==> config.mk <==
export PLATFORM = sky130hd
export DESIGN_NAME = colour_mix
export DESIGN_NICKNAME = d
export VERILOG_FILES = /design/src/verilog/video_pkg.sv /design/src/verilog/colour_mix.sv
export SDC_FILE = /design/constraint.sdc
export NUM_CORES = 1
export LEC_CHECK = 0
export BUFFER_PORTS_ARGS = -buffer_cell sky130_fd_sc_hd__buf_2
export CORE_ASPECT_RATIO = 0.8
export CORE_MARGIN = 2
export CORE_UTILIZATION = 40
export DETAILED_ROUTE_END_ITERATION = 8
export PLACE_DENSITY = 0.54
export RECOVER_POWER = 25
export SYNTH_ARGS = -nofsm -noshare
export SYNTH_HDL_FRONTEND = slang
export SYNTH_SLANG_ARGS = --single-unit
==> constraint.sdc <==
create_clock -name clk -period 3.05 [get_ports clk]
set_input_delay 0.1525 -clock clk [delete_from_list [all_inputs] [get_ports clk]]
set_output_delay 0.1525 -clock clk [all_outputs]
set_load 0.005 [all_outputs]
==> src/verilog/video_pkg.sv <==
/* Video package
   Raster geometry, layer sizes, download map and pipeline depths
   shared by the timer, the tile and sprite layers and the colour mixer */

`default_nettype none

package video_pkg;

    // Raster geometry, counted in pixel enables
    localparam int H_TOTAL  = 80;
    localparam int H_ACTIVE = 64;
    localparam int V_TOTAL  = 48;
    localparam int V_ACTIVE = 32;
    localparam int HS_START = 68;
    localparam int HS_END   = 75;
    localparam int VS_START = 38;
    localparam int VS_END   = 39;
    localparam int HW       = 7;
    localparam int VW       = 6;

    // Layer geometry, tiles and sprites are 8x8
    localparam int PXL_W     = 4;
    localparam int TILE_COLS = 8;
    localparam int TILE_ROWS = 4;
    localparam int N_SPRITES = 4;

    // Bus widths
    localparam int PROG_AW = 10;
    localparam int CPU_AW  = 7;

    // Download map, two pixels per pattern byte with the even one in bits 3:0
    localparam logic [PROG_AW-1:0] PAL_BASE  = 10'h000;
    localparam int                 PAL_SIZE  = 64;
    localparam logic [PROG_AW-1:0] SPR_BASE  = 10'h100;
    localparam int                 SPR_SIZE  = 128;
    localparam logic [PROG_AW-1:0] TILE_BASE = 10'h200;
    localparam int                 TILE_SIZE = 512;

    // Tile CPU map, scroll sits right after the 32 map bytes
    localparam logic [CPU_AW-1:0] SCROLL_ADDR = 7'd32;

    // Pixel enables from hdump to layer pixel and to RGB
    localparam int LAYER_DLY = 2;
    localparam int PXL_DLY   = 3;

endpackage

`default_nettype wire
==> src/verilog/colour_mix.sv <==
/* Colour mixer
   Sprite-over-tile priority, 32-entry palette lookup, blanking delay
   matched to the layer pipeline, and blanked 4:4:4 RGB output */

`timescale 1ns/1ns
`default_nettype none

module colour_mix (
    input  logic                           clk,
    input  logic                           reset,
    input  logic                           pxl_cen,
    input  logic [video_pkg::PXL_W-1:0]    tile_pxl,
    input  logic [video_pkg::PXL_W-1:0]    obj_pxl,
    input  logic                           pre_lhbl,
    input  logic                           pre_lvbl,
    input  logic                           prom_en,
    input  logic [video_pkg::PROG_AW-1:0]  prog_addr,
    input  logic [7:0]                     prog_data,
    output logic                           lhbl,
    output logic                           lvbl,
    output logic [3:0]                     red,
    output logic [3:0]                     green,
    output logic [3:0]                     blue
);

    import video_pkg::*;

    // Low byte is green:blue, high byte holds red in bits 3:0
    logic [7:0] pal_lo [PAL_SIZE/2];
    logic [3:0] pal_hi [PAL_SIZE/2];

    logic               pal_we;
    logic [PROG_AW-1:0] pal_off;
    logic [PXL_W:0]     pal_idx;

    logic [PXL_DLY-1:0] hb_sr;
    logic [PXL_DLY-1:0] vb_sr;
    logic               show;

    assign pal_we  = prom_en && prog_addr >= PAL_BASE && prog_addr < PAL_BASE + PAL_SIZE;
    assign pal_off = prog_addr - PAL_BASE;

    always_ff @(posedge clk) begin
        if (pal_we) begin
            if (pal_off[0])
                pal_hi[pal_off[5:1]] <= prog_data[3:0];
            else
                pal_lo[pal_off[5:1]] <= prog_data;
        end
    end

    // Any nonzero sprite pixel wins, sprites use the upper half
    assign pal_idx = obj_pxl != 0 ? {1'b1, obj_pxl} : {1'b0, tile_pxl};

    always_ff @(posedge clk) begin
        if (reset) begin
            hb_sr <= '0;
            vb_sr <= '0;
        end else if (pxl_cen) begin
            hb_sr <= {hb_sr[PXL_DLY-2:0], pre_lhbl};
            vb_sr <= {vb_sr[PXL_DLY-2:0], pre_lvbl};
        end
    end

    assign lhbl = hb_sr[PXL_DLY-1];
    assign lvbl = vb_sr[PXL_DLY-1];

    // Blanking for the pixel that loads on this enable
    assign show = hb_sr[PXL_DLY-2] && vb_sr[PXL_DLY-2];

    always_ff @(posedge clk) begin
        if (reset) begin
            red   <= '0;
            green <= '0;
            blue  <= '0;
        end else if (pxl_cen) begin
            red   <= show ? pal_hi[pal_idx]      : 4'd0;
            green <= show ? pal_lo[pal_idx][7:4] : 4'd0;
            blue  <= show ? pal_lo[pal_idx][3:0] : 4'd0;
        end
    end

    a_blank_black: assert property (
        @(posedge clk) disable iff (reset)
        (!lhbl || !lvbl) |-> (red == 0 && green == 0 && blue == 0)
    );

endmodule

`default_nettype wire

==> results <==
- For this block, the via count after detailed routing is 9773.
- OpenSTA, run right after detailed placement, puts the worst setup slack at 0.152 ns.
- The detailed router finished its first iteration with 1263 violations.
- The clock tree root driver cell is clkbuf_16.
- Once detail routing completed, the nets flagged for antenna violations numbered 0.
- The largest net degree at the start of global routing is 65.
- The floorplan step defined a core boundary enclosing 39400 um^2.
- Of the total synthesized cell area, the portion taken by XOR and XNOR cells is 0.
- The level count of the clock H-tree is 2.
- In the final layout, the multi-input gates occupy 3730 um^2.
- The worst reg2reg path startpoint is vb_sr[1]$_SDFFE_PP0P_.
- Of the post-synthesis cell area, the dominant cell type holds 0.723.
- The final total negative setup slack is 0 ns.
- The via count of the first global-routing pass is 9434.
- Clock skew on the completed layout was measured at 0.0282 ns.
- The floorplan has 65 rows.
- The average wire length per cell after detail routing is 25.3 um.
- The family of cells with the greatest summed delay on the critical path is simple AND/OR/NAND/NOR gates.
- Excluding fillers, the count of instances in the completed layout stands at 1700.
- The number of flops mapped to enable cells by yosys is 384.
- The simple-gate share of the synthesized area is 0.0701.
- The launching element type of the critical path is an input pin.
- Across all setup checks in the final design, the least slack found is 0.625 ns.
- The final reports fail on capacitance limit, slew limit.
- The smallest clock period supported by the final layout is computed as 2.42 ns.
- In this run the tool buffered the top-level ports with 45 buffer cells.
- The pre-antenna-repair detailed-routing pass consisted of 7 iterations.
- After clock tree synthesis, the clock-pin slew on the worst setup and hold paths is 0.06 ns.
- Synthesis produced a netlist with a net count of 1061.
- The path category of the worst min-delay check is input pin to flip-flop.
- The total CTS buffers is 41.
- After synthesis, the share of flip-flops with an asynchronous set or reset is 0.
- Setup repair after global routing left no endpoint under its margin.
- The wire length of the first global-routing pass is 63600 um.
- Max-cap violations in this run came to 4.
- At the pin with the least slew margin, the transition time is 1.80 ns.
- The horizontal die dimension is 227 um.
- The number of antenna violations at the first check in global routing was 2.
- The total placed cells including tap cells is 1619.
- The total overflow reported by the global router is 0.
- After detailed routing, the number of remaining DRC violations is 0.
- In this run the worst setup path begins at obj_pxl[2].
- Summing all flip-flop and latch instances after layout gives 11900 um^2.
- The floorplan step set the die height to 183 um.
- The initial standard-cell utilization of the core is 0.405.
- 46 I/O pins were placed.
- The total buffers and inverters traversed by the critical path is 3.
- Relative to the synthesized area, the layout overhead comes to 17.0%.
- The maximum count of clock buffers along a single path is 3.
- After legalization and detailed placement, the total HPWL measured 27700 um.
- Of all nets on the critical path, the largest fanout is 17.
- The critical path goes through buf_2 -> buf_4 -> nor4b_1 -> or2_2 -> buf_4 -> mux4_2 -> nand2b_1 -> a32oi_1 -> o21ai_0.
- Once the clock tree was built, the setup fixing pass inserted 0 buffers.
- The worst-case IR drop observed on VDD is 286 uV.
- STA puts the critical path data arrival time at 2.86 ns.
- The layout has 3416 filler cells.
- Of the available clock period, the critical path in the final layout requires 0.795.
- The setup violation total in the final timing report is 0.
- At the end of the flow the core is filled with cells to 0.474.
- The synthesized-area fraction occupied by ao, oa, aoi and oai cells is 0.113.
- The share of the Yosys chip area taken by registers is 0.746.
- The max-slew headroom at the worst pin is -0.203.
- The sink count of the clock tree is 402.
- The flip-flop cell with the highest count after synthesis is edfxtp_1.
- In the layout the commonest cells are 384 x edfxtp_1, 82 x nor2_1, 79 x buf_4.
- Counting every instance in the synthesized netlist gives 1029.
- By area the synthesized netlist is led by edfxtp_1 72%, dfxtp_1 2.3%, mux4_2 2.1%.
- Clock latency on the worst-skew pair, taken at its later pin, is 0.55 ns.
- The count of final max-slew check failures is 132.
- The synthesized-area fraction occupied by adder cells is 0.
- The biggest area contributor in the post-synthesis netlist is edfxtp_1.
- The highest clock rate is 0.412 GHz.
- The aggregate global-route resource usage is 0.210.
- The synthesized area per cell is 15.5 um^2.
- Power spread over the standard cell area amounts to 626 nW/um^2.
- In the final layout, the share of cells above drive strength 1 is 0.199.
- By startpoint and endpoint, the worst setup path is classified as input pin to flip-flop.
- With fillers left out, the area of the finished cells amounts to 18700 um^2.
- The count of yosys warnings during synthesis is 0.
- The number of endpoints with negative hold slack in the final report is 0.
- The required time of the worst setup path is 3.48 ns.
- The post-synthesis instance area is 16000 um^2.
- The portion of netlist area occupied by mux cells is 0.0499.
- The flow ran to the end, but the final reports show violations.
- The placed instances occupy a cell area of 17200 um^2.
- The final layout contains 1163 nets.
- The main combinational cell family by area after synthesis is compound AO/OA/AOI/OAI gates.
- After detailed routing, the number of vias per cell comes to 5.75.
- The die covers 41500 um^2.
- After detailed routing, the total wire length is 43000 um.
- The worst reg-to-reg setup slack is 0.67 ns.
- In this run the static leakage power is 6.06 nW.
- In this run the most critical hold path is launched from pxl_cen.
- The critical path's slowest cell is nor4b_1.
- The clock tree from TritonCTS is done.
- The netlist uses 46 different library cells.
- The most frequent cell on the critical path is buf_4.
- STA classifies the critical path endpoint as a flip-flop.
- The maximum cell stage delay along the critical path is 0.70 ns.
- The total of flip-flops plus latches after synthesis is 402.
- The most common cell after layout, fill and taps aside is edfxtp_1.
- The global placement routability congestion is 0.797.
## state kept, by name, indices dropped and copies added (netlist names)
signal and count:
hb_sr 3, vb_sr 3, blue 4, red 4, green 4, pal_hi 128, pal_lo 256
## layer usage
layer | GRT usage | vias up | wire length, um
met1 | 0.331 | 4994 | 20200
met5 | 0 | - | 13
met2 | 0.295 | 382 | 18400
met3 | 0.0449 | 57 | 3750
li1 | - | 4338 | -
met4 | 0.0458 | 2 | 654
## power breakdown
| part | internal (mW) | leakage [nW] | switching [mW] |
|---|---|---|---|
| Clock | 3.07 | 0.673 | 2.05 |
| Sequential | 6.05 | 3.60 | 0.00281 |
| Combinational | 0.158 | 1.79 | 0.360 |
## final cells by class
type,count,area share
diodes,1,0.000134
clock buffers,67,0.0673
clock inverters,8,0.00630
inverters,6,0.00121
multi-input cells,544,0.200
flip-flops and latches,402,0.637
well taps,536,0.0359
repair buffers,136,0.0520
## worst register-to-register path: stages, from the launching register on
cell and delay, ns:
dfxtp_1 0.38, nand4b_1 0.19, or3_1 0.56, buf_12 0.23
a211oi_1 0.28, buf_4 0.20, nand4_1 0.19, a21oi_1 0.20
a2111o_1 0.12
## path summary, 6_finish.rpt
kind,to,depth (start not counted)
max,red[0]$_SDFFE_PP0P_,9
min,vb_sr[1]$_SDFFE_PP0P_,3
max reg2reg,blue[1]$_SDFFE_PP0P_,8
min reg2reg,green[2]$_SDFFE_PP0P_,1
## synthesized netlist by cell type, types with 19 or more instances
cell and instances:
nor2_1 83, a21oi_1 40, o22ai_1 36, clkbuf_1 52, mux2i_1 21, o21ai_0 57, a211oi_1 25, nand3_1 34
nand2_1 30, a2111oi_0 19, mux2_2 22, edfxtp_1 384
## per-stage QoR
step / total power [mW] / hold slack (ns)
final: 11.7 / 0.0381
after global routing: 12.0 / 0.0526
after CTS: 11.8 / 0.0143
after detailed placement: 6.68 / 0.405
after global placement: 6.68 / 0.386
after floorplan: 6.42 / 0.251
## cell families (layout without fill, tap and decap cells)
logic type	Yosys count	count (layout)
AOI/OAI and AO/OA	265	265
buffers and inverters	83	217
and+or+nand+nor	221	221
muxes	58	58
DFF	402	402
other	0	1
## what timing repair did
item | 4_1_cts | 5_1_grt
hold endpoints to repair | 6 | 0
hold buffers | 5 | 0
resized for setup | 0 | 0
(Power assumes the default switching activity.)
