[config.mk]
export PLATFORM = sky130hd
export DESIGN_NAME = video_timer
export DESIGN_NICKNAME = d
export VERILOG_FILES = /design/src/verilog/video_pkg.sv /design/src/verilog/video_timer.sv
export SDC_FILE = /design/constraint.sdc
export NUM_CORES = 1
export LEC_CHECK = 0
export ABC_CLOCK_PERIOD_IN_PS = 4600
export BUFFER_PORTS_ARGS = -buffer_cell sky130_fd_sc_hd__buf_4
export CORE_UTILIZATION = 49
export CTS_BUF_LIST = sky130_fd_sc_hd__clkbuf_2
export DETAILED_ROUTE_END_ITERATION = 7
export PLACE_DENSITY = 0.73
export SLEW_MARGIN = 10
export SYNTH_ARGS = -nofsm -noshare
export SYNTH_HDL_FRONTEND = slang
export SYNTH_SLANG_ARGS = --single-unit
[constraint.sdc]
create_clock -name clk -period 4.6 [get_ports clk]
set_input_delay 0.69 -clock clk [delete_from_list [all_inputs] [get_ports clk]]
set_output_delay 0.69 -clock clk [all_outputs]
set_load 0.02 [all_outputs]
[src/verilog/video_pkg.sv]
/* Video package
   Raster geometry, layer sizes, download map and pipeline depths
   shared by the timer, the tile and sprite layers and the colour mixer */

`default_nettype none

package video_pkg;

    // Raster geometry, counted in pixel enables
    localparam int H_TOTAL  = 80;
    localparam int H_ACTIVE = 64;
    localparam int V_TOTAL  = 48;
    localparam int V_ACTIVE = 32;
    localparam int HS_START = 68;
    localparam int HS_END   = 75;
    localparam int VS_START = 38;
    localparam int VS_END   = 39;
    localparam int HW       = 7;
    localparam int VW       = 6;

    // Layer geometry, tiles and sprites are 8x8
    localparam int PXL_W     = 4;
    localparam int TILE_COLS = 8;
    localparam int TILE_ROWS = 4;
    localparam int N_SPRITES = 4;

    // Bus widths
    localparam int PROG_AW = 10;
    localparam int CPU_AW  = 7;

    // Download map, two pixels per pattern byte with the even one in bits 3:0
    localparam logic [PROG_AW-1:0] PAL_BASE  = 10'h000;
    localparam int                 PAL_SIZE  = 64;
    localparam logic [PROG_AW-1:0] SPR_BASE  = 10'h100;
    localparam int                 SPR_SIZE  = 128;
    localparam logic [PROG_AW-1:0] TILE_BASE = 10'h200;
    localparam int                 TILE_SIZE = 512;

    // Tile CPU map, scroll sits right after the 32 map bytes
    localparam logic [CPU_AW-1:0] SCROLL_ADDR = 7'd32;

    // Pixel enables from hdump to layer pixel and to RGB
    localparam int LAYER_DLY = 2;
    localparam int PXL_DLY   = 3;

endpackage

`default_nettype wire
[src/verilog/video_timer.sv]
/* Video timer
   Horizontal and vertical pixel counters advanced by the pixel enable,
   with sync pulses and blanking decoded straight from the counts */

`timescale 1ns/1ns
`default_nettype none

module video_timer (
    input  logic                      clk,
    input  logic                      reset,
    input  logic                      pxl_cen,
    output logic [video_pkg::HW-1:0]  hdump,
    output logic [video_pkg::VW-1:0]  vdump,
    output logic                      hs,
    output logic                      vs,
    output logic                      pre_lhbl,
    output logic                      pre_lvbl
);

    import video_pkg::*;

    logic h_last;
    logic v_last;

    assign h_last = hdump == H_TOTAL - 1;
    assign v_last = vdump == V_TOTAL - 1;

    always_ff @(posedge clk) begin
        if (reset) begin
            hdump <= '0;
            vdump <= '0;
        end else if (pxl_cen) begin
            if (h_last) begin
                hdump <= '0;
                // New line
                if (v_last)
                    vdump <= '0;
                else
                    vdump <= vdump + 1'b1;
            end else begin
                hdump <= hdump + 1'b1;
            end
        end
    end

    // Decoded from the live counts
    assign hs       = hdump >= HS_START && hdump <= HS_END;
    assign vs       = vdump >= VS_START && vdump <= VS_END;
    assign pre_lhbl = hdump < H_ACTIVE;
    assign pre_lvbl = vdump < V_ACTIVE;

    a_count_range: assert property (
        @(posedge clk) disable iff (reset)
        hdump < H_TOTAL && vdump < V_TOTAL
    );

    // One pulse covers every count from HS_START to HS_END
    a_hs_width: assert property (
        @(posedge clk) disable iff (reset)
        $rose(hs) |-> (hs throughout pxl_cen [-> HS_END - HS_START + 1]) ##1 !hs
    );

endmodule

`default_nettype wire

==> results of run 1 <==
[worst max-delay path: stages, from the launching register on]
cell and delay, ns:
dfxtp_1 0.45, ha_1 0.25, nand2_1 0.07, a31oi_1 0.16
mux2i_1 0.09, nor3_1 0.14, buf_4 0.17
[metal layers]
layer / share of wire / track usage
met5: 0 / 0
met4: 0 / 0.0250
met3: 0.053 / 0.100
met2: 0.43 / 0.282
met1: 0.52 / 0.284
[state kept, by name, indices dropped and copies added, names as in the netlist]
name,flops
hdump,7
vdump,6
[power by group]
group / switching (mW) / internal (mW) / total, mW
Sequential: 0.00293 / 0.114 / 0.117
Clock: 0.0370 / 0.0197 / 0.0566
Combinational: 0.00921 / 0.00707 / 0.0163
[final cells by class]
| class | count | share of cell area |
|---|---|---|
| clock inverter | 1 | 0.00567 |
| multi-input combinational | 64 | 0.474 |
| tap | 15 | 0.0213 |
| timing repair buffer | 19 | 0.162 |
| clock buffer | 3 | 0.0170 |
| sequential | 13 | 0.295 |
| inverter | 6 | 0.0255 |
[through the flow]
step | power (mW) | instances | setup WS (ns) | hold WS (ns)
final | 0.190 | 121 | 2.32 | 0.570
after floorplan | 0.129 | 85 | 2.39 | 0.588
after global placement | 0.136 | 117 | 2.68 | 0.540
after global routing | 0.199 | 121 | 2.17 | 0.613
after detailed placement | 0.136 | 117 | 2.64 | 0.553
after CTS | 0.193 | 121 | 2.31 | 0.573
[cell usage in the layout (no fill, tap or decap)]
| master | count |
|---|---|
| and4_1 | 1 |
| or2b_2 | 1 |
| nand2b_1 | 4 |
| or2_2 | 1 |
| nor3b_4 | 1 |
| and3_2 | 1 |
| nand2_4 | 1 |
| xor2_1 | 3 |
| mux2i_1 | 3 |
| nor3_1 | 2 |
| o21ai_0 | 3 |
| ha_1 | 4 |
| inv_1 | 6 |
| a31oi_1 | 2 |
| nand4_1 | 3 |
| dfxtp_1 | 13 |
| nand2_1 | 4 |
| clkinv_2 | 1 |
| buf_4 | 19 |
| or4_1 | 1 |
| nor4_1 | 2 |
| nor2_1 | 12 |
| clkbuf_2 | 3 |
| nand3_1 | 4 |
| and3_1 | 2 |
| a211o_1 | 1 |
| xnor2_1 | 2 |
| a21oi_1 | 6 |
[how the worst max path moves through the flow]
stage / from / endpoint / slack [ns] / cells after the start
floorplan: hdump[0] / hs / 2.39 / 5
global placement: hdump[0] / hs / 2.68 / 6
detailed placement: hdump[0] / hs / 2.64 / 6
CTS: hdump[0] / hs / 2.31 / 6
global route: hdump[0] / hs / 2.17 / 6
finish: hdump[0] / hs / 2.32 / 6
[cells by family (layout without fill, tap and decap cells)]
logic type | after synthesis | after routing | synth area share
simple gates | 40 | 40 | 0.318
flops | 13 | 13 | 0.364
compound gates | 12 | 12 | 0.0927
buf+inv | 8 | 29 | 0.0524
xor+xnor | 5 | 5 | 0.0612
fa+ha+maj | 4 | 4 | 0.0699
mux | 3 | 3 | 0.0420
==> run metrics, run 1 <==
ANT nets after route=0; Tcrit/Tclk final=0.496; actual slew at the worst max-slew pin=0.351 ns; Async SR Flop Fraction=0; Pre-antenna DRT Iters=4; Setup Skew=0.00240 ns; Cells after Synth=85; crit path max fanout=6; Finished Cell Area=882 µm²; slew margin rel.=0.765; r2r startpoint=hdump[0]; initial antenna violation count=0; reg2reg end=vdump[5]; Nets=114; total routed wirelength=1430 µm; clk slew on worst S/H paths=0.12 ns; gr usage total=0.202; routed length per placed instance=11.9 µm; hold_buf cts=0; synthesized area=716 µm²; via count=634; fill count=133; CTS tree=yes; io pins=20; Startpoint Class=register; starting density of the core=0.537; hold_sp=vdump[1]; Via density=5.24; Synth-to-Final Area Change=23.3%; Antenna Cells=0; Hold Path Class=reg -> reg; Rows=13; Core Region=1330 µm²; Reg area=260 µm²; Buffers on Ports=19; die area=1620 µm²; clock root cell=clkbuf_2; die height=40.2 µm; pin count of the biggest net entering global routing=13; outcome=completed; syn avg cell area=8.42 µm²; worst endpoint required time=3.91 ns; final core occ=0.661; share of cells above drive strength 1=0.264; Max VDD drop=0.000209 V; crit end category=primary output; count leader, synth=dfxtp_1; Hold Path End=vdump[1]; Post-synth EDFFs=0; Tmin final=2.28 ns; Max-cap violations=0; register area share after synthesis=0.364; #FFs+latches synth=13; clock sink total=13; Yosys warning count=0; R2R cell count=5; CTS buffer count=3; Main synth FF type=dfxtp_1; Yosys top cell by area=dfxtp_1; area fraction of the dominant cell type after synthesis=0.364; syn nets=92; reg2reg setup slack=2.81 ns; Setup-failing EPs final=0; multi-input logic area=418 µm²; DR DRC count=0; die width=40.2 µm; Iteration-0 DRC Markers=9; GPL Wtd Cong=0.850; max-slew violation count=0; Commonest cells post-synth=13 x dfxtp_1, 12 x nor2_1, 6 x a21oi_1, 6 x inv_1; Max H-tree Level=1; number of global-route vias before repair=502; Setup TNS=0 ns; grt ovf=0; pwr/cell area=216 nW/µm²; maximum clock frequency=0.438 GHz; Setup Buffers After CTS=0; Arr. time, crit path=1.59 ns; Area contributors post-synth=dfxtp_1 36%, ha_1 7.0%, nor2_1 6.3%; hold depth=2; post-DP HPWL=1030 µm; Crit Path Category=reg -> out; maximum root-to-sink buffer count=2; worst skew pair latency=0.27 ns; RSZ-0062 raised after global routing=false; Final Hold Vio Count=0; post_cts resized=0; Netlist cell types=27; first-pass GRT wire length=2130 µm; Cell Area, Placed=862 µm²; leakage=0.393 nW
Power figures use the tool's default switching activity.
==> run 2, diff against run 1 <==
--- a/config.mk
+++ b/config.mk
@@ -5,7 +5,7 @@
 export SDC_FILE = /design/constraint.sdc
 export NUM_CORES = 1
 export LEC_CHECK = 0
-export ABC_CLOCK_PERIOD_IN_PS = 4600
+export ABC_CLOCK_PERIOD_IN_PS = 2300
 export BUFFER_PORTS_ARGS = -buffer_cell sky130_fd_sc_hd__buf_4
 export CORE_UTILIZATION = 49
 export CTS_BUF_LIST = sky130_fd_sc_hd__clkbuf_2
==> constraint.sdc (replaced) <==
create_clock -name clk -period 2.3 [get_ports clk]
set_input_delay 0.345 -clock clk [delete_from_list [all_inputs] [get_ports clk]]
set_output_delay 0.345 -clock clk [all_outputs]
set_load 0.02 [all_outputs]
==> run metrics, run 2 (synthesized netlist as in run 1, its figures left out) <==
Top reg by flops=hdump; max-slew violation count=0; hold_sp=reset; pin count of the biggest net entering global routing=13; Antenna Cells=0; final core occ=0.661; Arr. time, crit path=1.60 ns; post-DP HPWL=1060 µm; critical path's top delay family=flip-flops; crit end category=primary output; Startpoint Class=register; Setup crit start=hdump[0]; worst endpoint required time=1.96 ns; CP max-delay cell=dfxtp_1; r2r startpoint=hdump[0]; max incr delay on CP=0.46 ns; Final Hold Vio Count=0; Cell Area, Placed=862 µm²; commonest non-fill, non-tap cell in the layout=buf_4; grt ovf=0; post_cts resized=0; via count=645; CTS tree=yes; Nets=114; Core Region=1330 µm²; Via density=5.33; hold_buf cts=0; Pre-antenna DRT Iters=4; die width=40.2 µm; fill count=128; DP Cell Count=117; gr usage total=0.192; most frequent cells in the layout=19 x buf_4, 13 x dfxtp_1, 12 x nor2_1; Setup Buffers After CTS=0; Setup Skew=0.00584 ns; Buffers on Ports=19; outcome=completed; pre-CTS WS=0.557 ns; Tot Pwr=383 µW; worst-path cell chain=ha_1 > nand2_1 > a31oi_1 > mux2i_1 > nor3_1 > buf_4; Max-cap violations=0; ANT nets after route=0; slew margin rel.=0.789; clk slew on worst S/H paths=0.12 ns; Hold Path Class=in -> reg; first-pass GRT wire length=2030 µm; DR DRC count=0; Non-Filler Instances=121; routed length per placed instance=12.0 µm; Max H-tree Level=1; WP buf/inv=1; actual slew at the worst max-slew pin=0.316 ns; Max VDD drop=0.000278 V; GPL Wtd Cong=0.848; maximum clock frequency=0.513 GHz; io pins=20; initial antenna violation count=0; max reg flops=7; Finished Cell Area=882 µm²; Setup TNS=0 ns; Hold Worst Slack=0.331 ns; Setup-failing EPs final=0; die area=1620 µm²; pwr/cell area=434 nW/µm²; largest registers=hdump x7, vdump x6; Rows=13; Crit Path Category=reg -> out; leakage=0.394 nW; RSZ-0062 raised after global routing=false; clock root cell=clkbuf_2; worst skew pair latency=0.26 ns; Iteration-0 DRC Markers=15; number of global-route vias before repair=482; starting density of the core=0.537; total routed wirelength=1460 µm; PnR worst setup slack=0.352 ns; crit path max fanout=6; Tcrit/Tclk final=0.847; Tmin final=1.95 ns; die height=40.2 µm; CTS buffer count=3; maximum root-to-sink buffer count=2; Synth-to-Final Area Change=23.3%; share of cells above drive strength 1=0.264; clock sink total=13
[run 2: changes by cell type in the layout (fill, tap and decap cells not counted), sizes merged]
| cell | before | now |
|---|---|---|
| clkinv | 1 | 0 |
| clkbuf | 3 | 4 |
[run 2: layout make-up]
class | instances | area [µm²] | share of cell area
clock buffer | 4 | 20.0 | 0.0227
inverter | 6 | 22.5 | 0.0255
multi-input combinational | 64 | 418 | 0.474
sequential | 13 | 260 | 0.295
tap | 15 | 18.8 | 0.0213
timing repair buffer | 19 | 143 | 0.162
[run 2: metal layers]
metal	up-vias	GRT usage	part of all wire
li1	335	-	-
met1	287	0.256	0.49
met2	23	0.278	0.45
met3	0	0.100	0.057
met4	0	0.0333	0
met5	-	0	0
[run 2: final timing paths]
kind,endpoint,slack [ns],cells after the start
max,hs,0.35,6
min,hdump[4],0.33,2
max reg2reg,vdump[5],0.49,5
min reg2reg,vdump[1],0.57,2
[run 2: power by group]
group	total (mW)	internal, mW	switching (mW)
sequential	0.235	0.229	0.00658
combinational	0.0327	0.0143	0.0184
clock	0.115	0.0461	0.0685
total	0.383	0.289	0.0934
==> run 3, diff against run 2 <==
--- a/config.mk
+++ b/config.mk
@@ -5,7 +5,7 @@
 export SDC_FILE = /design/constraint.sdc
 export NUM_CORES = 1
 export LEC_CHECK = 0
-export ABC_CLOCK_PERIOD_IN_PS = 2300
+export ABC_CLOCK_PERIOD_IN_PS = 2000
 export BUFFER_PORTS_ARGS = -buffer_cell sky130_fd_sc_hd__buf_4
 export CORE_UTILIZATION = 49
 export CTS_BUF_LIST = sky130_fd_sc_hd__clkbuf_2
==> constraint.sdc (replaced) <==
create_clock -name clk -period 2 [get_ports clk]
set_input_delay 0.3 -clock clk [delete_from_list [all_inputs] [get_ports clk]]
set_output_delay 0.3 -clock clk [all_outputs]
set_load 0.02 [all_outputs]
==> run metrics, run 3 (synthesized netlist as in run 1, its figures left out) <==
outcome=completed; reg2reg end=vdump[5]; pin count of the biggest net entering global routing=13; Setup Skew=0.00691 ns; Max H-tree Level=1; clock sink total=13; initial antenna violation count=0; Crit Path Category=reg -> out; DP Cell Count=117; Finished Cell Area=885 µm²; crit end category=primary output; DR DRC count=0; worst endpoint required time=1.70 ns; GPL Wtd Cong=0.849; starting density of the core=0.537; Pre-antenna DRT Iters=4; Top reg by flops=hdump; Buffers on Ports=19; via count=640; Synth-to-Final Area Change=23.6%; io pins=20; Tcrit/Tclk final=0.901; Rows=13; first-pass GRT wire length=2280 µm; Via density=5.29; Hold Worst Slack=0.279 ns; grt ovf=0; most frequent cells in the layout=19 x buf_4, 12 x nor2_1, 11 x dfxtp_1; gr usage total=0.217; Startpoint Class=register; Setup-failing EPs final=0; total routed wirelength=1430 µm; pre-CTS WS=0.282 ns; Max-cap violations=0; Max VDD drop=0.000295 V; worst skew pair latency=0.27 ns; max reg flops=7; Cell Area, Placed=862 µm²; clock root cell=clkbuf_2; die width=40.2 µm; die height=40.2 µm; Hold Path Class=in -> reg; ANT nets after route=0; Setup Buffers After CTS=0; leakage=0.394 nW; Iteration-0 DRC Markers=7; Hold Path End=vdump[4]; clk slew on worst S/H paths=0.11 ns; maximum root-to-sink buffer count=2; Antenna Cells=0; Core Region=1330 µm²; pwr/cell area=495 nW/µm²; max-slew violation count=0; maximum clock frequency=0.555 GHz; actual slew at the worst max-slew pin=0.328 ns; Non-Filler Instances=121; hold_buf cts=0; Tmin final=1.80 ns; RSZ-0062 raised after global routing=false; largest registers=hdump x7, vdump x6; number of global-route vias before repair=544; post_cts resized=0; Nets=114; hold_sp=reset; die area=1620 µm²; reg2reg setup slack=0.34 ns; routed length per placed instance=11.8 µm; fill count=130; crit path max fanout=6; CTS tree=yes; hold depth=2; Final Hold Vio Count=0; PnR worst setup slack=0.199 ns; post-DP HPWL=1090 µm; Setup TNS=0 ns; share of cells above drive strength 1=0.283; CTS buffer count=3; R2R cell count=5; r2r startpoint=hdump[0]; commonest non-fill, non-tap cell in the layout=buf_4; slew margin rel.=0.781; Arr. time, crit path=1.50 ns
## run 3: changes by cell type in the layout (fill, tap and decap cells not counted)
cell,delta
dfxtp_2,+2
dfxtp_1,-2
## run 3: layout make-up
cell class	instances	area (µm²)	share of cell area
Tap cell	15	18.8	0.0212
Inverter	6	22.5	0.0255
Clock buffer	4	20.0	0.0226
Timing Repair Buffer	19	143	0.161
Multi-Input combinational cell	64	418	0.472
Sequential cell	13	263	0.297
## run 3: report_power, final
group / switching [mW] / leakage [nW] / internal, mW / total (mW)
logic: 0.0209 / 0.272 / 0.0163 / 0.0372
registers: 0.00678 / 0.106 / 0.264 / 0.271
clock network: 0.0767 / 0.0166 / 0.0531 / 0.130
## run 3: how the worst max path moves through the flow
| stage | startpoint | end | slack [ns] |
|---|---|---|---|
| floorplan | hdump[0] | hs | 0.18 |
| global placement | hdump[0] | vdump[5] | 0.33 |
| detailed placement | hdump[0] | vdump[5] | 0.28 |
| global route | hdump[0] | hs | 0.04 |
| finish | hdump[0] | hs | 0.20 |
| CTS | hdump[0] | hs | 0.09 |
## run 3: worst max-delay path, stage by stage, from the launching register on
cell and delay (ns):
dfxtp_2 0.39, ha_1 0.22, nand2_1 0.07, a31oi_1 0.16, mux2i_1 0.09, nor3_1 0.15
buf_4 0.17
## run 3: metal layers
layer  share of wire  GRT usage
met5               0          0
met4          0.0042     0.0750
met3           0.045      0.100
met2            0.45      0.351
met1            0.49      0.251
## run 3: through the flow
stage                      util  power (mW)
after floorplan               -       0.297
final                     0.663       0.438
after detailed placement  0.646       0.313
after global placement    0.646       0.312
after global routing      0.663       0.463
after CTS                 0.661       0.447
